`config.mk`:
```
export PLATFORM = sky130hd
export DESIGN_NAME = dcache_tag
export DESIGN_NICKNAME = d
export VERILOG_FILES = /design/src/dcache_pkg.sv /design/src/dcache_tag.sv
export VERILOG_INCLUDE_DIRS = /design/src
export SDC_FILE = /design/constraint.sdc
export NUM_CORES = 2
export LEC_CHECK = 0
export BUFFER_PORTS_ARGS = -buffer_cell sky130_fd_sc_hd__buf_2
export CAP_MARGIN = 25
export CORE_UTILIZATION = 55
export CTS_BUF_LIST = sky130_fd_sc_hd__clkbuf_4 sky130_fd_sc_hd__clkbuf_8
export DETAILED_ROUTE_END_ITERATION = 16
export HOLD_SLACK_MARGIN = 0.1
export MAX_ROUTING_LAYER = met4
export PLACE_DENSITY = 0.73
export SLEW_MARGIN = 20
export SYNTH_ARGS = -nofsm -noshare
export SYNTH_HDL_FRONTEND = slang
export SYNTH_SLANG_ARGS = --single-unit
```
`constraint.sdc`:
```
create_clock -name clk -period 3.5 [get_ports clk]
set_input_delay 0.7 -clock clk [delete_from_list [all_inputs] [get_ports clk]]
set_output_delay 0.7 -clock clk [all_outputs]
set_load 0.1 [all_outputs]
```
`src/dcache_defines.svh`:
```
`ifndef DCACHE_DEFINES_SVH
`define DCACHE_DEFINES_SVH

`define XLEN 32
// address split: tag | index | offset
`define IDX_LEN 7
`define BLK_LEN 6
`define TAG_LEN 19

`define LINE_BEATS 16  // words per line, one per burst beat
`define BANKS 4
`define MEM_CREDITS 4  // granted by memory after reset

`endif

```
`src/dcache_pkg.sv`:
```
`include "dcache_defines.svh"

package dcache_pkg;

  typedef struct packed {
    logic             we;
    logic [`XLEN-1:0] addr;  // word aligned
    logic [`XLEN-1:0] wdata;
    logic [3:0]       strb;
  } cpu_req_t;

  typedef struct packed {
    logic [`XLEN-1:0] rdata;
  } cpu_rsp_t;

  typedef struct packed {
    logic                valid;
    logic                dirty;
    logic [`TAG_LEN-1:0] tag;
  } line_meta_t;

  typedef enum logic [2:0] {
    IDLE,
    LOOKUP,
    COMPARE,
    WB_CMD,      // victim line address
    WB_DATA,
    REFILL_CMD,
    REFILL,
    UPDATE
  } ctrl_state_t;

endpackage

```
`src/dcache_tag.sv`:
```
`include "dcache_defines.svh"

module dcache_tag (
  input  logic                   clk,
  input  logic                   rst_n_i,
  input  logic [`IDX_LEN-1:0]    index_i,
  input  logic [`TAG_LEN-1:0]    addr_tag_i,
  input  logic                   meta_we_i,
  input  dcache_pkg::line_meta_t meta_i,
  output dcache_pkg::line_meta_t meta_o,
  output logic                   hit_o
);

  logic [2**`IDX_LEN-1:0] valid_q;
  logic [2**`IDX_LEN-1:0] dirty_q;
  logic [`TAG_LEN-1:0]    tag_q [2**`IDX_LEN];

  always_ff @(posedge clk or negedge rst_n_i) begin
    if (!rst_n_i) begin
      valid_q <= '0;
      dirty_q <= '0;
    end else if (meta_we_i) begin
      valid_q[index_i] <= meta_i.valid;
      dirty_q[index_i] <= meta_i.dirty;
    end
  end

  always_ff @(posedge clk) begin
    if (meta_we_i) begin
      tag_q[index_i] <= meta_i.tag;
    end
  end

  // registered read, same latency as the data banks
  always_ff @(posedge clk or negedge rst_n_i) begin
    if (!rst_n_i) begin
      meta_o <= '0;
    end else begin
      meta_o <= '{valid: valid_q[index_i], dirty: dirty_q[index_i], tag: tag_q[index_i]};
    end
  end

  assign hit_o = meta_o.valid && (meta_o.tag == addr_tag_i);

endmodule

```
* Yosys cells after proc, flatten, opt, wreduce, memory -nomap -nowiden
Memories as Yosys holds them, arrays and structs flattened. A register that Yosys moved wholly into a read port is not among the register bits.
Index checks and enable logic that the tools add are counted.
** Operators by class
- Reduce and logical (&&, ||, !) cells :: 3
- Equality and inequality tests :: 1
- $lt $le $gt $ge :: 2
- Multiplexer cells :: 10
** Operators by type and width (number)
- $bwmux 128 :: 2
- $eq 19x19->1 :: 1
- $bmux 1 s7 :: 2
- $lt 7x8->1 const B :: 1
- $demux 1 s7 :: 1
- $ge 7x1->1 const B :: 1
- $mux 1 :: 5
- $logic_and 1x1->1 :: 2
- $logic_not 1->1 :: 1
** Word-level totals
- Output and inout bits :: 22
- Memory bits (writable) :: 2432
- Input bits :: 50
- Register bits after elaboration :: 258
- Memories :: 1
** Memories
- tag_q :: words 128, bits a word 19, read ports 1, clocked after Yosys merged registers in 1, write ports 1, RTL line dcache_tag.sv:16 : logic [`TAG_LEN-1:0] tag_q [2**`IDX_LEN];

* Logic depth before layout (Yosys ltp)
- Depth in word-level cells :: 5
- Gate-level depth with buffers :: 12
- Mapped depth without buffers :: 6

* Least setup slack after synthesis
OpenSTA, ideal clock, no wires.
- Kind :: register to output
- Start point :: register meta_o[12] (netlist name)
- End point :: output port hit_o
- Buffers on the path :: 0
- Slack :: -0.718 ns
- Stages on the path, launching flop included :: 5
- Arrival :: 3.518 ns
- Required time :: 2.800 ns
- Cells stage by stage :: dfrtp_1 xor2_1 nor4_1 nand3_1 nor3_1
** Between the ends
- Longest elaborated chain between the ends :: 2
** Ends and longest elaborated chain
- $eq 19x19->1 :: RTL line dcache_tag.sv:43 : assign hit_o = meta_o.valid && (meta_o.tag == addr_tag_i);
- $logic_and 1x1->1 :: RTL line dcache_tag.sv:43
- to (decl) :: RTL line dcache_tag.sv:11 : output logic hit_o
Every way passes these cells.

* Worst setup path in the final report
- Start point :: register meta_o[1] (netlist name)
- End point :: output port hit_o
** Between the ends
- Longest elaborated chain between the ends :: 2
** Ends and longest elaborated chain (RTL line)
- $eq 19x19->1 :: dcache_tag.sv:43
- $logic_and 1x1->1 :: dcache_tag.sv:43
Every way passes these cells.

==> results by group <==
Outcome
  – Status: complete, but fails checks
  – Failing checks: setup timing

STA
  – Achievable Freq: 259.1 MHz
  – Hold_ws: 0.1563 ns
  – Final-report hold violation count: 0
  – Setup Skew: 0.08350 ns
  – RSZ-0062 raised after global routing: true
  – Slew Limit Fails: 0
  – Post-route setup slack: -0.3596 ns
  – Max-slew headroom: 18.17%
  – Final min period: 3.860 ns
  – Part of the cycle the worst path needs: 110.3%
  – Final setup fails: 1
  – Slew @ Worst Pin: 1.223 ns

Worst hold path
  – HP Class: input port to flop
  – Hold path start: meta_i[17]
  – Worst Hold Depth: 1
  – Hold EP: tag_q[97][17]

Die
  – Die width: 440.1 um
  – Core Area: 0.1904 mm^2
  – Initial Util: 55.46%
  – Die Height: 440.1 um
  – Boundary Pins: 72
  – FP Rows: 160
  – Die ar.: 0.1937 mm^2

Critical path
  – CP Max Fanout: 2
  – Reg-to-Reg End: meta_o[16]
  – Worst setup SP type: flop
  – CP Class: flop to output port
  – Critical R2R Launch: tag_q[103][16]
  – R2R Setup Slk: 0.77 ns
  – Critical Path End Type: output port
  – Worst Reg-to-Reg Cells: 7
  – Required @ worst endpoint: 2.80 ns
  – Worst path arrival time: 3.16 ns

Logic synthesis
  – Syn avg cell area: 17.03 um^2
  – Mapped Nets: 6249
  – Post-synth EDFFs: 2432
  – Mapped cell area: 0.1056 mm^2
  – Synthesized instance count: 6199
  – FF+latch count, synth: 2709
  – Dominant cells by area after synthesis: edfxtp_1 69%, dfrtp_1 6.6%, mux2_2 5.4%
  – Synth unique cells: 71
  – Top-count cell post-synth: edfxtp_1
  – Ys async rst share: 10.23%
  – Dominant synthesized flop cell: edfxtp_1
  – Register area share after synthesis: 75.74%
  – Top-area cell type share of the netlist area: 69.17%
  – Area leader, netlist: edfxtp_1
  – Post-synth top cells: 2432 x edfxtp_1, 566 x a221oi_1, 505 x mux2_2, 289 x a22oi_1, 277 x dfrtp_1
  – Ys Warns: 0

Cells and area
  – Share of layout cells above drive strength 1: 30.69%
  – Finished Layout Cells: 9828
  – # nets final: 7013
  – Area delta synth->final: 17.87%
  – Footprint of the multi-input gates: 0.02391 mm^2
  – Fill count: 12738
  – Reg area: 0.07997 mm^2
  – Final Cell Area: 0.1244 mm^2

Routing
  – WL met2: 153800 um
  – Metal-1 WL: 122200 um
  – Wire per inst: 34.87 um
  – Top Metal Used: met4
  – Drt pass-1 iters: 8
  – Initial DRC Count: 11659
  – Routed WL: 342700 um
  – Post-DR vias/cell: 6.958
  – Via count: 68379
  – Met3 Wirelength: 46210 um
  – # DRC: 0
  – Final ANT Viol Nets: 0

Place
  – Number of port buffers: 71
  – GPL Wtd Cong: 0.9634
  – Hpwl dp: 217400 um
  – Area after DPL: 0.1158 mm^2
  – DP Cell Count: 9038
  – Pre-CTS setup slack: -0.2430 ns

Clocking
  – CTS root buf: clkbuf_8
  – CTS Buf Count: 423
  – Count of clock tree sinks: 2709
  – Clock Latency Late Sink: 1.11 ns
  – CTS clk-pin slew, worst paths: 0.06 ns
  – CTS tree: yes
  – CTS Buffer Depth: 4
  – CTS H-tree depth: 5

Pwr
  – Power Dens Cells: 544.5 mW/mm^2
  – Power, Total: 67.76 mW
  – Pleak: 42.11 nW
  – Maximum vdd drop: 0.4586 mV

Job
  – Max-Cap Viols: 0

GRT
  – First-pass GRT wire length: 482400 um
  – Total GRT Usage: 36.29%
  – GRT Residual Overflow: 0
  – Largest net degree at the start of global routing: 129
  – Initial antenna violation count: 14
  – Number of global-route vias before repair: 65643
-- layer usage --
metal	global-route usage, %	vias to the layer above
met5	-	-
met4	18.74	0
met3	9.644	983
met2	52.41	5584
met1	47.47	34577
li1	-	27235
-- repair_timing --
| action | 4_1_cts | 5_1_grt |
|---|---|---|
| hold buffers | 9 | 0 |
| pin swaps | 3 | 1 |
| endpoints found under the hold margin | 175 | 0 |
| setup endpoints to repair | 1 | 1 |
| setup buffers | 0 | 2 |
| gates resized for setup | 13 | 2 |
-- registers in the layout, indices dropped and copies added (netlist names) --
name     cells
dirty_q    128
tag_q     2432
meta_o      21
valid_q    128
-- cell families after synthesis --
kind of cell	Yosys count	share of synthesized area, %
flip-flops	2709	75.74
buffers and inverters	504	2.118
XOR/XNOR	19	0.1576
AO/OA/AOI/OAI	1790	12.46
multiplexers	624	7.123
AND/OR/NAND/NOR	553	2.401
-- where the power goes --
group	internal (mW)	switching, mW	leakage, nW
Clock	14.4	12.1	4.47
Sequential	35.6	0.279	25.6
Combinational	1.67	3.66	12.0
-- layout by cell type, fill, tap and decap left out, types with 18 or more instances in the layout --
master / instances
buf_12: 222
a31oi_1: 18
a22o_1: 21
a221oi_1: 566
nor2_2: 125
mux2i_1: 64
a22oi_1: 289
nand3b_1: 18
buf_2: 46
o22a_1: 19
clkinv_2: 28
a221o_1: 57
mux4_2: 51
clkbuf_4: 196
nor2b_1: 65
buf_4: 553
clkbuf_8: 448
a21oi_1: 264
dfrtp_1: 275
a222oi_1: 30
o21ai_0: 260
o221ai_1: 27
o211ai_1: 22
nor2_1: 123
nand2_1: 135
clkinv_1: 75
a211o_1: 26
o22ai_1: 80
edfxtp_1: 2432
a211oi_1: 19
mux2_2: 505
-- stage by stage --
stage | util, % | TNS [ns]
final | 65.37 | -0.3596
after global routing | 65.36 | -0.3675
after CTS | 65.32 | -0.4181
after detailed placement | 60.85 | -1.764
after global placement | 60.84 | -3.661
after floorplan | - | -14.41
-- how the worst max path moves through the flow --
| stage | startpoint | endpoint | slack, ns |
|---|---|---|---|
| global placement | index_i[0] | meta_o[7] | -0.87 |
| CTS | meta_o[0] | hit_o | -0.42 |
| floorplan | index_i[2] | dirty_q[112] | -0.30 |
| detailed placement | index_i[2] | meta_o[9] | -0.24 |
| global route | meta_o[4] | hit_o | -0.37 |
| finish | meta_o[1] | hit_o | -0.36 |
-- layout make-up --
class,instances,share of cell area [%]
multi-input cells,2986,19.22
clock inverters,119,0.5711
diodes,16,0.03217
flip-flops and latches,2709,64.26
repair buffers,836,7.231
inverters,7,0.03318
clock buffers,644,6.137
well taps,2511,2.525
-- critical path, cell delays in order (launching register included) --
cell,delay [ns]
dfrtp_1,0.47
xor2_1,0.33
nor4_4,0.41
buf_6,0.20
nand3_2,0.07
buf_6,0.20
nor3_4,0.19
buf_12,0.21
No activity file was read; power rests on OpenSTA's default activity.
