File: config.mk
export PLATFORM = sky130hd
export DESIGN_NAME = dcache_data
export DESIGN_NICKNAME = d
export VERILOG_FILES = /design/src/dcache_data.sv
export VERILOG_INCLUDE_DIRS = /design/src
export SDC_FILE = /design/constraint.sdc
export NUM_CORES = 1
export LEC_CHECK = 0
export ABC_AREA = 1
export BUFFER_PORTS_ARGS = -buffer_cell sky130_fd_sc_hd__buf_2
export CORE_AREA = 2 2 740 742
export DETAILED_ROUTE_END_ITERATION = 8
export DIE_AREA = 0 0 742 744
export GPL_ROUTABILITY_DRIVEN = 0
export PLACE_DENSITY_LB_ADDON = 0.12
export SYNTH_ARGS = -nofsm -noshare
export SYNTH_HDL_FRONTEND = slang
export SYNTH_SLANG_ARGS = --single-unit
File: constraint.sdc
create_clock -name vclk -period 1.89
set_input_delay 0.0945 -clock vclk [all_inputs]
set_output_delay 0.0945 -clock vclk [all_outputs]
set_load 0.03 [all_outputs]
File: src/dcache_defines.svh
`ifndef DCACHE_DEFINES_SVH
`define DCACHE_DEFINES_SVH

`define XLEN 32
// address split: tag | index | offset
`define IDX_LEN 7
`define BLK_LEN 6
`define TAG_LEN 19

`define LINE_BEATS 16  // words per line, one per burst beat
`define BANKS 4
`define MEM_CREDITS 4  // granted by memory after reset

`endif

File: src/dcache_data.sv
`include "dcache_defines.svh"

module dcache_data (
  input  logic [`IDX_LEN-1:0] index_i,
  input  logic [`BLK_LEN-1:0] blk_addr_i,
  input  logic [3:0]          burst_count_i,
  input  logic                allocate_valid_i,
  input  logic                writeback_valid_i,
  input  logic                wen_i,
  input  logic [127:0]        line_wdata_i,
  input  logic [127:0]        wmask_i,
  output logic [`XLEN-1:0]    writeback_data_o,
  output logic [`XLEN-1:0]    rdata_o,

  output logic [`IDX_LEN-1:0] sram0_addr_o,
  output logic                sram0_cen_o,
  output logic                sram0_wen_o,
  output logic [127:0]        sram0_wmask_o,
  output logic [127:0]        sram0_wdata_o,
  input  logic [127:0]        sram0_rdata_i,
  output logic [`IDX_LEN-1:0] sram1_addr_o,
  output logic                sram1_cen_o,
  output logic                sram1_wen_o,
  output logic [127:0]        sram1_wmask_o,
  output logic [127:0]        sram1_wdata_o,
  input  logic [127:0]        sram1_rdata_i,
  output logic [`IDX_LEN-1:0] sram2_addr_o,
  output logic                sram2_cen_o,
  output logic                sram2_wen_o,
  output logic [127:0]        sram2_wmask_o,
  output logic [127:0]        sram2_wdata_o,
  input  logic [127:0]        sram2_rdata_i,
  output logic [`IDX_LEN-1:0] sram3_addr_o,
  output logic                sram3_cen_o,
  output logic                sram3_wen_o,
  output logic [127:0]        sram3_wmask_o,
  output logic [127:0]        sram3_wdata_o,
  input  logic [127:0]        sram3_rdata_i
);

  logic [127:0]      bank_q [`BANKS];
  logic [`BANKS-1:0] alloc_sel;
  logic [`BANKS-1:0] hit_sel;
  logic [`BANKS-1:0] bank_wen_n;  // active low
  logic [127:0]      hit_line;
  logic [127:0]      wb_line;

  assign bank_q[0] = sram0_rdata_i;
  assign bank_q[1] = sram1_rdata_i;
  assign bank_q[2] = sram2_rdata_i;
  assign bank_q[3] = sram3_rdata_i;

  // refill picks bank by beat, hit by block offset
  always_comb begin
    for (int b = 0; b < `BANKS; b++) begin
      alloc_sel[b]  = allocate_valid_i && (burst_count_i[3:2] == 2'(b));
      hit_sel[b]    = !allocate_valid_i && !writeback_valid_i && (blk_addr_i[5:4] == 2'(b));
      bank_wen_n[b] = !((alloc_sel[b] || hit_sel[b]) && wen_i);
    end
  end

  assign hit_line = bank_q[blk_addr_i[5:4]];
  assign rdata_o  = hit_line[{blk_addr_i[3:2], 5'b0} +: `XLEN];

  // whole victim line is on the bank outputs during writeback
  assign wb_line          = bank_q[burst_count_i[3:2]];
  assign writeback_data_o = wb_line[{burst_count_i[1:0], 5'b0} +: `XLEN];

  assign sram0_addr_o  = index_i;
  assign sram0_cen_o   = 1'b0;
  assign sram0_wen_o   = bank_wen_n[0];
  assign sram0_wmask_o = ~wmask_i;
  assign sram0_wdata_o = line_wdata_i;

  assign sram1_addr_o  = index_i;
  assign sram1_cen_o   = 1'b0;
  assign sram1_wen_o   = bank_wen_n[1];
  assign sram1_wmask_o = ~wmask_i;
  assign sram1_wdata_o = line_wdata_i;

  assign sram2_addr_o  = index_i;
  assign sram2_cen_o   = 1'b0;
  assign sram2_wen_o   = bank_wen_n[2];
  assign sram2_wmask_o = ~wmask_i;
  assign sram2_wdata_o = line_wdata_i;

  assign sram3_addr_o  = index_i;
  assign sram3_cen_o   = 1'b0;
  assign sram3_wen_o   = bank_wen_n[3];
  assign sram3_wmask_o = ~wmask_i;
  assign sram3_wdata_o = line_wdata_i;

endmodule

[Yosys cells after proc, flatten, opt, wreduce, memory -nomap -nowiden]
Cells that the tools add are included.
Word-level totals
  bits in registers: 0
  word-level logic and storage cells: 44
Operators by class
  magnitude comparators: 2
  equal/unequal tests: 6
  shifts and indexed selects: 2
  multiplexer cells: 6
  bitwise operators: 3
  reductions and logical operators: 25
Operator list (count)
  128-bit binary-select mux with 2-bit select: 2
  128-bit 2-to-1 mux: 4
  128-bit by 8-bit indexed part select with 32-bit output: 2
  128-bit NOT: 1
  1-bit logical AND: 13
  2-bit equality test, second input constant: 4
  3-bit >= comparator, second input constant: 2
  1-bit zero test: 6
  2-bit NOT with 3-bit output: 2
  2-bit by 1-bit equality test with 1-bit output, second input constant: 2
  2-bit zero test: 2
  1-bit logical OR: 4

[Depth between registers and ports, before layout]
Gate-level depths: netlist of run 1.
  word-level depth: 6
  depth in mapped cells: 9

[Worst setup path before layout of run 1]
Ideal clock, no wire load.
  kind: input port to output port
  from: in blk_addr_i[5]
  to: out rdata_o[23]
  arrival time: 1125 ps
  setup slack: 671 ps
  stages on the path: 8
  buffers on the path: 3
  cells stage by stage: buf_2 > inv_2 > buf_2 > buf_2 > nand2_1 > nand3_1 > nand3_1 > nand2_1
Between the ends
  cells in the longest elaborated chain, start to end: 5
RTL lines
  start: declaration: RTL line dcache_data.sv:5  | input logic [`BLK_LEN-1:0] blk_addr_i,
  2-bit NOT with 3-bit output (not written as such): RTL line dcache_data.sv:62  | assign hit_line = bank_q[blk_addr_i[5:4]];
  128-bit binary-select mux with 2-bit select: RTL line dcache_data.sv:62
  128-bit 2-to-1 mux (not written as such) (2 in a row): RTL line dcache_data.sv:62
  128-bit by 8-bit indexed part select with 32-bit output: RTL line dcache_data.sv:63  | assign rdata_o = hit_line[{blk_addr_i[3:2], 5'b0} +: `XLEN];
  end: declaration: RTL line dcache_data.sv:13  | output logic [`XLEN-1:0] rdata_o,
Every way passes these cells. The select of a mux whose other input is x is not followed.

[Final worst setup path of run 1]
  from: in blk_addr_i[4]
  to: out rdata_o[6]
Same word-level chain as after synthesis.

==> impl_metrics.ini, run 1 <==
[status]
outcome = complete, no violations

[synth]
synth.cell_area_um2 = 18300
post_synth_num_cell_types = 18
sequential_to_total_area_share_from_yosys_stat_pct = 0
syn-instance-count = 3715
synth.yosys.warnings = 0
post_synth.cell_area_avg_um2 = 4.91

[worst_setup_path]
cp_common_cell = sky130_fd_sc_hd__nand2_1
critPathArrivalTime_ps = 1730
cp_slowest_cell = sky130_fd_sc_hd__buf_4
critical_path.top_delay_family = buffers and inverters
crit_path_cell_trace = buf_12 > inv_8 > buf_4 > buf_12 > nand2_1 > nand2_1 > nand2_1 > nand3_1 > nand3_2 > nand2_2 > buf_2
cp.required_ps = 1800
timing.critical_path.fanout_max = 24
crit_type = in -> out
critPathCaptureType = primary output
setup.worst_path.start_class = input port
cp_max_stage_delay_ps = 220
buf_inv_on_cp = 5

[die]
die_height_um = 744
core_area_um2 = 544000
horizontal_extent_of_the_die_um = 742
initial_standard_cell_utilization_of_the_core_pct = 3.36
area_of_the_die_um2 = 552000
top_level_pins = 1912
placementRows = 271

[sta]
timing.final.crit_share_pct = 96.8
setup_viol = 0
whs_ps = 189
timing_worst_slew_pin_value_ps = 720
fmaxAchievable_mhz = 547
period_minus_slack_ps = 1830
timing.max_slew.rel_slack_pct = 52.0
timing.final.max_slew_violations = 0
final.setup.worst_slack_ps = 60.9
grt_setup_unrepaired = true
number_of_endpoints_with_negative_hold_slack_in_the_final_report = 0

[run]
timing.max_cap.violations = 0

[drt]
detailedRoute.firstPassIterationCount = 7
wire_per_inst_um = 28.0
dr.first_iter.drc_count = 1206
route.detailed.drc = 0
detail_route.vias_per_cell = 2.19
via_count = 25100
drt-total-wl_um = 322000
final_antenna_net_count = 0

[global_routing]
first_global_vias = 24300
grt_antenna_before_repair = 334
grt_pass1_wl_um = 374000
grt_remaining_overflow = 0
grt_start_max_net_pins = 49
globalRouteTotalUtil_pct = 11.1

[finish]
layout.nets = 4894
fin_cells = 11500
post_route_cells_drive_above_1_share_pct = 38.5
most_common_library_cell_in_the_layout_ignoring_fill_and_taps = sky130_fd_sc_hd__nand2_1
layout.cells.most_common_list = 1,925 x sky130_fd_sc_hd__nand2_1, 1,174 x sky130_fd_sc_hd__buf_2, 366 x sky130_fd_sc_hd__nand3_1
n_clock_buffer = 0
layout_area_growth_over_synthesis_pct = 65.4
regArea_um2 = 0
final.fill_count = 65200
sequential_cell_total = 0

[placement]
dpl_worst_slack_ps = -168
place.port_buffers = 1231
hpwlAfterDp_um = 294000
dp.cells = 11300

[power]
power.density_nw_per_um2 = 293
vdd_ir_drop_max_mv = 0.0652
final_total_power_mw = 8.84
p_leak_nw = 14.0

[min_path]
worst_hold_path_class = in -> out
[final timing paths]
path                          from                end  slack [ps]  cells after the start
setup / recovery     blk_addr_i[4]         rdata_o[6]          60                     11
hold / removal    line_wdata_i[91]  sram1_wdata_o[91]         190                      0
[cells in the mapped netlist (all sizes together)]
cell type	number	area share, %
nand3	386	11
clkinv	1	0.021
o21ai	50	1.4
conb	1	0.021
nand2	1949	40
inv	160	3.3
o31ai	4	0.16
clkbuf	41	0.84
or2	1	0.034
buf	1095	43
nor2	4	0.096
a21oi	23	0.63
[cells by family (layout without fill, tap and decap cells)]
| family | after synthesis | after routing | share of synthesized area (%) |
|---|---|---|---|
| other | 1 | 142 | 0.0205 |
| AO/OA/AOI/OAI | 77 | 77 | 2.17 |
| AND/OR/NAND/NOR | 2340 | 2340 | 50.8 |
| buffers and inverters | 1297 | 1683 | 47.0 |
[per-stage QoR]
step | utilization, % | instance area, um2 | TNS [ps]
floorplan | - | 18300 | 0
global placement | 5.36 | 29100 | -2290
detailed placement | 5.36 | 29100 | -2050
CTS | 5.46 | 29700 | -42.7
global route | 5.52 | 30000 | -49.0
finish | 5.56 | 30200 | 0
[timing repair]
item,CTS,global route
cloned,5,0
buffers inserted,19,0
pin swaps,2,0
gates resized for setup,40,46
hold buffers,0,0
endpoints found under the setup margin,30,31
endpoints found under the hold margin,0,0
[cell type report]
cell class | count | area, um2 | area share, %
Antenna cell | 138 | 345 | 1.14
Inverter | 161 | 653 | 2.16
Multi-Input combinational cell | 2421 | 9880 | 32.7
Tap cell | 7234 | 9050 | 30.0
Timing Repair Buffer | 1521 | 10300 | 34.0
Timing Repair inverter | 1 | 8.76 | 0.0290
[where the power goes]
group / internal (mW) / switching, mW / total [mW]
logic: 2.81 / 6.03 / 8.84
registers: 0 / 0 / 0
clock network: 0.00000947 / 0 / 0.00000947
total: 2.81 / 6.03 / 8.84
[metal layers]
metal	global-route usage (%)	up-vias	wire, um
met5	0	-	874
met4	3.61	136	14800
met1	10.5	11100	105000
li1	-	11300	-
met3	7.19	780	47600
met2	19.3	1808	153000
(Power assumes the default switching activity.)
==> run 2, diff against run 1 <==
--- a/config.mk
+++ b/config.mk
@@ -8,6 +8,7 @@
 export LEC_CHECK = 0
 export ABC_AREA = 1
 export BUFFER_PORTS_ARGS = -buffer_cell sky130_fd_sc_hd__buf_2
+export CAP_MARGIN = 5
 export CORE_AREA = 2 2 740 742
 export DETAILED_ROUTE_END_ITERATION = 8
 export DIE_AREA = 0 0 742 744
==> constraint.sdc (replaced) <==
create_clock -name vclk -period 2.2
set_input_delay 0.11 -clock vclk [all_inputs]
set_output_delay 0.11 -clock vclk [all_outputs]
set_load 0.03 [all_outputs]
==> impl_metrics.ini, run 2 (synthesis results as in run 1) <==
[status]
outcome = complete, no violations

[global_routing]
global_route.usage.met1_pct = 10.3
grt_start_max_net_pins = 51
first_global_vias = 23200
globalRoute.busiestLayer = met2
grt_antenna_before_repair = 345
groute.layer.met2.usage_pct = 19.1
global_routing_usage_on_met3_pct = 7.30
globalRouteTotalUtil_pct = 10.9
grt_remaining_overflow = 0
grt_pass1_wl_um = 367000

[sta]
whs_ps = 220
period_minus_slack_ps = 2040
grt_setup_unrepaired = false
timing.final.max_slew_violations = 0
fmaxAchievable_mhz = 489
setup_viol = 0
final.setup.worst_slack_ps = 156
number_of_endpoints_with_negative_hold_slack_in_the_final_report = 0
timing.max_slew.rel_slack_pct = 42.3
timing_worst_slew_pin_value_ps = 865
timing.final.crit_share_pct = 92.9

[finish]
post_route_cells_drive_above_1_share_pct = 35.6
layout.nets = 4775
regArea_um2 = 0
n_clock_buffer = 0
final.fill_count = 65300
multi_input_comb_area_um2 = 9710
final_standard_cell_utilization_of_the_core_pct = 5.25
most_common_library_cell_in_the_layout_ignoring_fill_and_taps = sky130_fd_sc_hd__nand2_1
layout.cells.most_common_list = 1,949 x sky130_fd_sc_hd__nand2_1, 1,183 x sky130_fd_sc_hd__buf_2, 385 x sky130_fd_sc_hd__nand3_1
layout_area_growth_over_synthesis_pct = 56.4
sequential_cell_total = 0

[die]
top_level_pins = 1912
placementRows = 271
area_of_the_die_um2 = 552000
initial_standard_cell_utilization_of_the_core_pct = 3.36
die_height_um = 744
core_area_um2 = 544000
horizontal_extent_of_the_die_um = 742

[drt]
detail_route.vias_per_cell = 2.18
route.detailed.drc = 0
drt-total-wl_um = 316000
via_count = 24700
dr.first_iter.drc_count = 1280
detailedRoute.firstPassIterationCount = 5
final_antenna_net_count = 0
wire_per_inst_um = 27.9

[worst_setup_path]
crit_type = in -> out
critPathCaptureType = primary output
cp_slowest_cell = sky130_fd_sc_hd__nand3_1
cp_max_stage_delay_ps = 300
setup.worst_path.start_class = input port
crit_path_cell_trace = buf_8 > inv_8 > buf_12 > buf_12 > nand2_1 > nand2_1 > nand2_1 > nand3_1 > nand3_1 > nand2_1 > buf_2
timing.critical_path.fanout_max = 25
cp.required_ps = 2090
cp_common_cell = sky130_fd_sc_hd__nand2_1
critPathArrivalTime_ps = 1930

[min_path]
worst_hold_path_class = in -> out
worst_hold_path.endpoint = sram1_wdata_o[91]
whs_path_depth = 0
hold_start = line_wdata_i[91]

[power]
final_total_power_mw = 7.15
vdd_ir_drop_max_mv = 0.0791
power.density_nw_per_um2 = 250
p_leak_nw = 13.2

[placement]
place.port_buffers = 1231
dpl_worst_slack_ps = -61.0
hpwlAfterDp_um = 290000

[run]
timing.max_cap.violations = 0
==> run 2: changes by cell type in the layout (fill, tap and decap cells not counted), moves of 14 or more <==
cell / delta
sky130_fd_sc_hd__nand2_1: +24
sky130_fd_sc_hd__buf_6: -14
sky130_fd_sc_hd__diode_2: -21
sky130_fd_sc_hd__buf_12: -19
sky130_fd_sc_hd__nand3_1: +19
sky130_fd_sc_hd__nand3_2: -18
sky130_fd_sc_hd__nand2_2: -23
sky130_fd_sc_hd__buf_4: -79
==> run 2: worst max path at each step <==
stage                startpoint             endpoint
2_1_floorplan     blk_addr_i[5]          rdata_o[23]
3_3_place_gp      blk_addr_i[4]           rdata_o[9]
3_5_place_dp      blk_addr_i[4]           rdata_o[9]
4_1_cts           blk_addr_i[4]          rdata_o[15]
5_1_grt        burst_count_i[2]  writeback_data_o[6]
6_report          blk_addr_i[4]           rdata_o[9]
==> run 2: through the flow <==
stage                     instances  setup TNS, ps  area [um2]
after floorplan                3718              0       18300
after global placement        11200           -103       28200
after detailed placement      11200          -61.0       28200
after CTS                     11200              0       28300
after global routing          11300              0       28400
final                         11300              0       28600
==> run 2: cell type report <==
type | instances | share of cell area [%]
Multi-Input combinational cell | 2421 | 34.0
Tap cell | 7234 | 31.7
Timing Repair Buffer | 1403 | 31.0
Inverter | 161 | 2.26
Antenna cell | 117 | 1.03
==> run 2: routing by layer <==
layer	part of all wire, %	vias to the layer above
met5	0.30	-
li1	-	11000
met1	33	10900
met3	15	797
met2	48	1876
met4	3.9	142
==> run 2: what timing repair did <==
item                       4_1_cts  5_1_grt
setup endpoints to repair        2        1
hold buffers                     0        0
pin swaps                        1        0
resized for setup                0        1
setup buffers                    5        0
==> run 2: critical path, delay by kind of cell <==
family	cells	cell delay [ps]
AND/OR/NAND/NOR	6	780
buffers and inverters	5	950
==> run 2: power breakdown <==
part	internal [mW]	switching, mW	total (mW)
registers	0	0	0
clock network	0.00000705	0	0.00000705
logic	2.11	5.03	7.15
total	2.11	5.03	7.15
