--- src/dcache_defines.svh ---
`ifndef DCACHE_DEFINES_SVH
`define DCACHE_DEFINES_SVH

`define XLEN 32
// address split: tag | index | offset
`define IDX_LEN 7
`define BLK_LEN 6
`define TAG_LEN 19

`define LINE_BEATS 16  // words per line, one per burst beat
`define BANKS 4
`define MEM_CREDITS 4  // granted by memory after reset

`endif

--- src/dcache_pkg.sv ---
`include "dcache_defines.svh"

package dcache_pkg;

  typedef struct packed {
    logic             we;
    logic [`XLEN-1:0] addr;  // word aligned
    logic [`XLEN-1:0] wdata;
    logic [3:0]       strb;
  } cpu_req_t;

  typedef struct packed {
    logic [`XLEN-1:0] rdata;
  } cpu_rsp_t;

  typedef struct packed {
    logic                valid;
    logic                dirty;
    logic [`TAG_LEN-1:0] tag;
  } line_meta_t;

  typedef enum logic [2:0] {
    IDLE,
    LOOKUP,
    COMPARE,
    WB_CMD,      // victim line address
    WB_DATA,
    REFILL_CMD,
    REFILL,
    UPDATE
  } ctrl_state_t;

endpackage

--- src/mem_bus_pkg.sv ---
`include "dcache_defines.svh"

package mem_bus_pkg;

  typedef enum logic [1:0] {
    MEM_REFILL_CMD,
    MEM_WB_CMD,
    MEM_WB_DATA
  } mem_kind_t;

  // line aligned address, offset always zero
  typedef struct packed {
    logic [`TAG_LEN-1:0] tag;
    logic [`IDX_LEN-1:0] index;
    logic [`BLK_LEN-1:0] pad;
  } line_addr_t;

  // commands carry a line address, writeback beats carry data
  typedef union packed {
    line_addr_t       line;
    logic [`XLEN-1:0] data;
  } mem_payload_u;

  typedef struct packed {
    mem_kind_t    kind;
    mem_payload_u payload;
  } mem_req_t;

  typedef struct packed {
    logic [`XLEN-1:0] data;  // one refill beat
  } mem_rsp_t;

endpackage

--- src/dcache_ctrl.sv ---
`include "dcache_defines.svh"

module dcache_ctrl (
  input  logic                   clk,
  input  logic                   rst_n_i,
  // cpu side
  input  logic                   req_valid_i,
  input  dcache_pkg::cpu_req_t   req_i,
  output logic                   req_ready_o,
  output logic                   rsp_valid_o,
  output dcache_pkg::cpu_rsp_t   rsp_o,
  // memory side
  output logic                   mem_req_valid_o,
  output mem_bus_pkg::mem_req_t  mem_req_o,
  input  logic                   mem_credit_i,
  input  logic                   mem_rsp_valid_i,
  input  mem_bus_pkg::mem_rsp_t  mem_rsp_i,
  // tag array
  output logic [`IDX_LEN-1:0]    index_o,
  output logic [`TAG_LEN-1:0]    addr_tag_o,
  output logic                   meta_we_o,
  output dcache_pkg::line_meta_t meta_o,
  // data array
  output logic [`BLK_LEN-1:0]    blk_addr_o,
  output logic [3:0]             burst_count_o,
  output logic                   allocate_valid_o,
  output logic                   writeback_valid_o,
  output logic                   wen_o,
  output logic [127:0]           line_wdata_o,
  output logic [127:0]           wmask_o,
  input  logic                   hit_i,
  input  dcache_pkg::line_meta_t meta_i,
  input  logic [`XLEN-1:0]       rdata_i,
  input  logic [`XLEN-1:0]       writeback_data_i
);

  import dcache_pkg::*;
  import mem_bus_pkg::*;

  typedef logic [$clog2(`MEM_CREDITS+1)-1:0] credit_t;

  ctrl_state_t         state_q;
  ctrl_state_t         state_d;
  cpu_req_t            req_q;
  logic [3:0]          burst_q;
  credit_t             credit_q;
  logic                rsp_valid_q;
  logic [`XLEN-1:0]    rsp_data_q;
  logic [`TAG_LEN-1:0] req_tag;
  logic [`IDX_LEN-1:0] req_idx;
  logic                last_beat;
  logic                store_hit;
  logic [31:0]         strb_bits;

  assign req_tag   = req_q.addr[`XLEN-1 -: `TAG_LEN];
  assign req_idx   = req_q.addr[`BLK_LEN +: `IDX_LEN];
  assign last_beat = (burst_q == 4'(`LINE_BEATS - 1));
  assign store_hit = (state_q == COMPARE) && hit_i && req_q.we;

  assign req_ready_o = (state_q == IDLE);
  assign rsp_valid_o = rsp_valid_q;
  assign rsp_o.rdata = rsp_data_q;

  // never send without a credit
  assign mem_req_valid_o = (state_q inside {WB_CMD, WB_DATA, REFILL_CMD}) && (credit_q != '0);

  always_comb begin
    mem_req_o.kind         = MEM_REFILL_CMD;
    mem_req_o.payload.line = '{tag: req_tag, index: req_idx, pad: '0};
    case (state_q)
      WB_CMD: begin
        mem_req_o.kind                 = MEM_WB_CMD;
        mem_req_o.payload.line.tag     = meta_i.tag;  // victim
      end
      WB_DATA: begin
        mem_req_o.kind         = MEM_WB_DATA;
        mem_req_o.payload.data = writeback_data_i;
      end
      default: ;
    endcase
  end

  assign index_o    = req_idx;
  assign addr_tag_o = req_tag;
  assign blk_addr_o = req_q.addr[`BLK_LEN-1:0];
  assign meta_we_o  = store_hit || (state_q == UPDATE);
  assign meta_o     = '{valid: 1'b1, dirty: (state_q == COMPARE), tag: req_tag};

  assign burst_count_o     = burst_q;
  assign allocate_valid_o  = (state_q == REFILL);
  assign writeback_valid_o = (state_q == WB_CMD) || (state_q == WB_DATA);
  assign wen_o             = store_hit || ((state_q == REFILL) && mem_rsp_valid_i);

  always_comb begin
    for (int i = 0; i < 4; i++) begin
      strb_bits[i*8 +: 8] = {8{req_q.strb[i]}};
    end
    if (state_q == REFILL) begin
      line_wdata_o = {4{mem_rsp_i.data}};
      wmask_o      = 128'(32'hffff_ffff) << {burst_q[1:0], 5'b0};
    end else begin
      line_wdata_o = {4{req_q.wdata}};
      wmask_o      = 128'(strb_bits) << {req_q.addr[3:2], 5'b0};
    end
  end

  always_comb begin
    state_d = state_q;
    case (state_q)
      IDLE:       if (req_valid_i) state_d = LOOKUP;
      LOOKUP:     state_d = COMPARE;
      COMPARE: begin
        if (hit_i) begin
          state_d = IDLE;
        end else if (meta_i.valid && meta_i.dirty) begin
          state_d = WB_CMD;
        end else begin
          state_d = REFILL_CMD;
        end
      end
      WB_CMD:     if (mem_req_valid_o) state_d = WB_DATA;
      WB_DATA:    if (mem_req_valid_o && last_beat) state_d = REFILL_CMD;
      REFILL_CMD: if (mem_req_valid_o) state_d = REFILL;
      REFILL:     if (mem_rsp_valid_i && last_beat) state_d = UPDATE;
      UPDATE:     state_d = LOOKUP;  // replay as a hit
      default:    state_d = IDLE;
    endcase
  end

  always_ff @(posedge clk or negedge rst_n_i) begin
    if (!rst_n_i) begin
      state_q     <= IDLE;
      burst_q     <= '0;
      credit_q    <= credit_t'(`MEM_CREDITS);
      rsp_valid_q <= 1'b0;
    end else begin
      state_q     <= state_d;
      rsp_valid_q <= (state_q == COMPARE) && hit_i;
      if (((state_q == WB_DATA) && mem_req_valid_o) || ((state_q == REFILL) && mem_rsp_valid_i)) begin
        burst_q <= burst_q + 4'd1;  // wraps to zero after the last beat
      end
      case ({mem_req_valid_o, mem_credit_i})
        2'b10:   credit_q <= credit_q - credit_t'(1);
        2'b01:   credit_q <= credit_q + credit_t'(1);
        default: ;
      endcase
    end
  end

  always_ff @(posedge clk) begin
    if (req_valid_i && req_ready_o) begin
      req_q <= req_i;
    end
    if ((state_q == COMPARE) && hit_i) begin
      rsp_data_q <= rdata_i;  // don't care for stores
    end
  end

endmodule

--- config.mk ---
export PLATFORM = sky130hd
export DESIGN_NAME = dcache_ctrl
export DESIGN_NICKNAME = d
export VERILOG_FILES = /design/src/dcache_pkg.sv /design/src/mem_bus_pkg.sv /design/src/dcache_ctrl.sv
export VERILOG_INCLUDE_DIRS = /design/src
export SDC_FILE = /design/constraint.sdc
export NUM_CORES = 1
export LEC_CHECK = 0
export ABC_AREA = 1
export ABC_CLOCK_PERIOD_IN_PS = 4450
export BUFFER_PORTS_ARGS = -buffer_cell sky130_fd_sc_hd__buf_2
export CORE_AREA = 2 2 225 227
export CTS_BUF_LIST = sky130_fd_sc_hd__clkbuf_8
export CTS_CLUSTER_SIZE = 20
export DETAILED_ROUTE_END_ITERATION = 10
export DIE_AREA = 0 0 227 229
export PLACE_DENSITY_LB_ADDON = 0.3
export SETUP_SLACK_MARGIN = 0.02
export SLEW_MARGIN = 20
export SYNTH_ARGS = -nofsm -noshare
export SYNTH_HDL_FRONTEND = slang
export SYNTH_SLANG_ARGS = --single-unit
--- constraint.sdc ---
create_clock -name clk -period 4.45 [get_ports clk]
set_input_delay 0.89 -clock clk [delete_from_list [all_inputs] [get_ports clk]]
set_output_delay 0.89 -clock clk [all_outputs]
set_load 0.05 [all_outputs]
; ---- Word-level counts from Yosys, hierarchy flattened
; Index checks and enable logic that the tools add are counted.
; W data, S select, Z words.
[totals]
ff_bits = 112
input_bits = 192
out_inout_bits = 386
wordCells = 60
[classes]
add_sub_neg = 3
eq_ne = 15
n_shift = 2
mux = 13
n_reduce_logical = 18
[op_table]
columns = op, count
row1 = $mux W128, 2
row2 = $shl A32 B7 Y128, 1
row3 = $shl A32 B7 Y128 const A, 1
row4 = $pmux W21 S2, 1
row5 = $pmux W3 S8, 1
row6 = $mux W3, 7
row7 = $mux W13, 1
row8 = $eq A3 B3 Y1 const B, 4
row9 = $logic_and A1 B1 Y1, 9
row10 = $eq A3 B2 Y1 const B, 2
row11 = $ne A2 B2 Y1 const B, 3
row12 = $pmux W3 S2, 1
row13 = $reduce_bool A3 Y1, 2
row14 = $reduce_and A5 Y1, 1
row15 = $add A4 B1 Y4 const B, 1
row16 = $eq A4 B4 Y1 const B, 1
row17 = $logic_or A1 B1 Y1, 4
row18 = $ne A2 B1 Y1 const B, 2
row19 = $add A3 B1 Y3 const B, 1
row20 = $eq A3 B1 Y1 const B, 1
row21 = $logic_not A3 Y1, 1
row22 = $sub A3 B1 Y3 const B, 1
row23 = $eq A2 B1 Y1 const B, 1
row24 = $eq A2 B2 Y1 const B, 1
row25 = $reduce_bool A2 Y1, 1

; ---- Logic depth before layout (Yosys ltp)
[depth]
ltp_word = 6
mapped_depth = 11
ltp_nobuf = 10

; ---- Least setup slack after synthesis
; Ideal clock, no wire load.
[synth_timing]
path_type = input to output
start = input hit_i
end = output meta_we_o
arrival_ns = 4.097
required_time_ns = 3.560
setup_slack_ns = -0.537
path_stages = 4
n_path_buf = 0
cell_sequence = inv_1 nor3_1 nand2_1 o21ai_0
[synth_between]
elab_chain_len = 3
[synth_lines]
columns = element, line
row1 = start: declaration, dcache_ctrl.sv:31  ; input logic hit_i,
row2 = $logic_and A1 B1 Y1 (2 in series), dcache_ctrl.sv:58  ; assign store_hit = (state_q == COMPARE) && hit_i && req_q.we;
row3 = $logic_or A1 B1 Y1, dcache_ctrl.sv:86  ; assign meta_we_o = store_hit || (state_q == UPDATE);
row4 = end: declaration, dcache_ctrl.sv:21  ; output logic meta_we_o,
; No other way between the ends.

; ---- Worst setup path after layout
[layout_timing]
start = register state_q[0]
end = output wmask_o[21]
[layout_between]
elab_chain_len = 2
[layout_lines]
columns = element, line
row1 = start: declaration, dcache_ctrl.sv:42  ; ctrl_state_t state_q;
row2 = start signal: assignment, dcache_ctrl.sv:137  ; state_q <= state_d;
row3 = $eq A3 B3 Y1, dcache_ctrl.sv:98  ; if (state_q == REFILL) begin
row4 = $mux W128, dcache_ctrl.sv:98
row5 = end: declaration, dcache_ctrl.sv:30  ; output logic [127:0] wmask_o,
; No other way between the ends.

==> impl_results.md <==
- Total Nets Final: 1227
- XOR/XNOR Fraction of Synth Area: 0.00512
- # IOs: 578
- Post-synth EDFFs: 101
- PwrDens: 850 nW/um2
- Num CTS Buffers: 9
- Setup crit end kind: primary output
- Die height: 229 um
- Final period utilization: 0.819
- Mapped Nets: 914
- Worst Path Required: 3.56 ns
- Worst-path cell chain: nor2_4, buf_4, o31ai_1, buf_2
- CP delay by family, top: compound AO/OA/AOI/OAI gates
- Port Buf Inserts: 576
- First-pass GRT wire length: 30.5 mm
- Seq cells post-synth: 112
- P&R area growth vs syn: 27.9%
- Worst path bufs/invs: 2
- # resized after CTS: 0
- Startpoint Class: flop
- Final antenna-violating net count: 0
- Die Width: 227 um
- Run status: complete, no violations
- Root buf cell: clkbuf_8
- Final-report hold violation count: 0
- Vias per cell: 3.23
- Detailed Place HPWL: 18.3 mm
- CP max stage delay: 0.81 ns
- Drt drc: 0
- Die area: 52000 um2
- Setup TNS: 0 ns
- Total gr overflow: 0
- Largest family of logic cells by synthesized area: buffers and inverters
- Post-Synth Simple-Gate Area: 0.156
- CTS tree: built
- Final setup violating endpoints: 0
- Multi-input logic area: 1400 um2
- Leak: 4.53 nW
- Sequential cell area fraction in the yosys report: 0.484
- Cell area after layout: 8740 um2
- Final non-filler cell total: 1707
- Slowest-stage cell, CP: o31ai_1
- Worst slew margin: 0.309
- Gpl congestion: 0.781
- Initial Util: 0.138
- Clk_skew: 0.0179 ns
- Pins over their slew limit: 0
- Synth cell types: 30
- Initial antenna violation count: 4
- Pin count of the biggest net entering global routing: 41
- Most common cell in the synthesized netlist: buf_4
- Yosys top cell by area: edfxtp_1
- Minimum clock period: 3.64 ns
- Vias in the first global route: 5000
- Synth Instances: 716
- Post-synthesis area per instance: 9.55 um2
- Final core utilization: 0.176
- Yosys Warn Count: 0
- RSZ-0062 raised after global routing: no
- GRT Total Usage: 0.0814
- Routed len/inst: 13.2 um
- Worst vdd ir: 0.338 mV
- Fraction of the mapped netlist area in compound gates: 0.0251
- Hold Slack: 0.300 ns
- Class of the most critical setup path: reg2out
- Placed insts: 1690
- Clk pin slew, worst setup/hold paths: 0.12 ns
- Layout cells sized above 1: 0.592
- Cell Area, Placed: 8550 um2
- Area share of the largest cell type after synthesis: 0.444
- Later-pin clock latency in the skew report: 0.44 ns
- Sink Count: 112
- Clock H-tree levels: 3
- Worst slew pin tran: 1.03 ns
- Area of the mapped netlist: 6840 um2
- CP max FO: 39
- Largest cells by area after synthesis: edfxtp_1 44%, buf_4 29%, nand2_1 12%
- Clock Tree Buf Depth: 2
- Fraction of registers with async set/reset: 0.0982
- Mux share of post-synthesis cell area: 0.00165
- Post-CTS setup repair buffer count: 0
- Worst EP arrival: 2.75 ns
- Max cap viols: 0
- Hold buffer count at cts: 0
- Detailed Route Iter0 Violations: 215
- Top FF cell, synth: edfxtp_1
- Post-synth top cells: 264 x buf_4, 216 x nand2_1, 101 x edfxtp_1, 29 x nand3_1, 21 x inv_1
- Final wirelength: 22.5 mm
- Via count: 5506
- CORE AREA: 49700 um2
- FF/Latch Area: 3310 um2
- Fmax: 274 MHz
- Row cnt: 82
- First-pass detailed-route iteration total: 6
- # fillers: 5646
- Synth Area in Adders: 0.0121
- Hold Path Class: in2async
==> layout make-up <==
cell class / count / share of cell area
sequential: 112 / 0.379
timing repair buffer: 580 / 0.333
multi-input combinational: 302 / 0.161
tap: 672 / 0.0962
clock buffer: 9 / 0.0142
inverter: 24 / 0.0106
clock inverter: 7 / 0.00630
antenna: 1 / 0.000286
==> worst register-to-register path, stage by stage, from the launching register on <==
cell and delay, ns:
dfrtp_1 0.62, nor2_4 0.08, nand2_2 0.35, nand3_1 0.19, nand2_1 0.13, ha_1 0.15
inv_1 0.06, fa_1 0.38, a21oi_1 0.15, o21ai_0 0.11, xnor2_1 0.15
==> layout by cell type, fill, tap and decap left out, types with 2 or more instances in the layout <==
cell and n:
inv_6 3, xor2_1 2, edfxtp_1 101, xnor2_1 2, o21ai_0 5, nand2_2 3, buf_2 576, inv_2 2
nand3_1 28, inv_1 22, o31ai_1 15, nand2_1 216, nor2_4 3, clkbuf_8 9, buf_4 4, nor2_1 11
dfrtp_1 10, ha_1 5, a21oi_1 2
==> through the flow <==
stage	total power, mW	setup slack, ns
2_1_floorplan	6.44	0.165
3_3_place_gp	6.87	1.30
3_5_place_dp	6.88	1.22
4_1_cts	7.55	0.660
5_1_grt	7.82	0.512
6_report	7.43	0.806
==> flip-flops by register name (all words and copies together), names as in the netlist <==
| register | flops |
|---|---|
| rsp_valid_o | 1 |
| credit_q | 3 |
| rsp_o | 32 |
| burst_count_o | 4 |
| index_o | 7 |
| state_q | 3 |
| req_q | 37 |
| blk_addr_o | 6 |
| addr_tag_o | 19 |
==> where the power goes <==
| part | total, mW | internal [mW] | switching (mW) |
|---|---|---|---|
| registers | 1.54 | 1.40 | 0.142 |
| logic | 5.26 | 0.913 | 4.35 |
| clock network | 0.631 | 0.212 | 0.419 |
| total | 7.43 | 2.53 | 4.91 |
==> final timing paths <==
path | from | to | slack [ns] | cells past startpoint
worst max-delay path | state_q[0] | wmask_o[21] | 0.81 | 4
worst min-delay path | rst_n_i | burst_count_o[3] | 0.30 | 1
worst max register to register | state_q[0] | credit_q[2] | 2.03 | 10
worst min register to register | credit_q[2] | credit_q[2] | 0.51 | 1
max in group asynchronous | rst_n_i | credit_q[2] | 3.88 | 1
min in group clk | credit_q[2] | credit_q[2] | 0.51 | 1
==> metal layers <==
metal,track usage,routed length [um],up-vias
met5,0,41,-
met4,0.0280,337,6
met3,0.0292,2140,23
met2,0.148,11700,319
met1,0.0862,8260,2494
li1,-,-,2664
==> logic make-up (layout without fill, tap and decap cells) <==
kind of cell / Yosys count / in the layout
buffers and inverters: 302 / 620
and+or+nand+nor: 266 / 266
DFF: 112 / 112
AOI/OAI and AO/OA: 24 / 24
adders and majority gates: 6 / 6
xor gates and xnor gates: 4 / 4
other: 1 / 2
muxes: 1 / 1
Note: power is estimated with default switching activity, not from simulation.
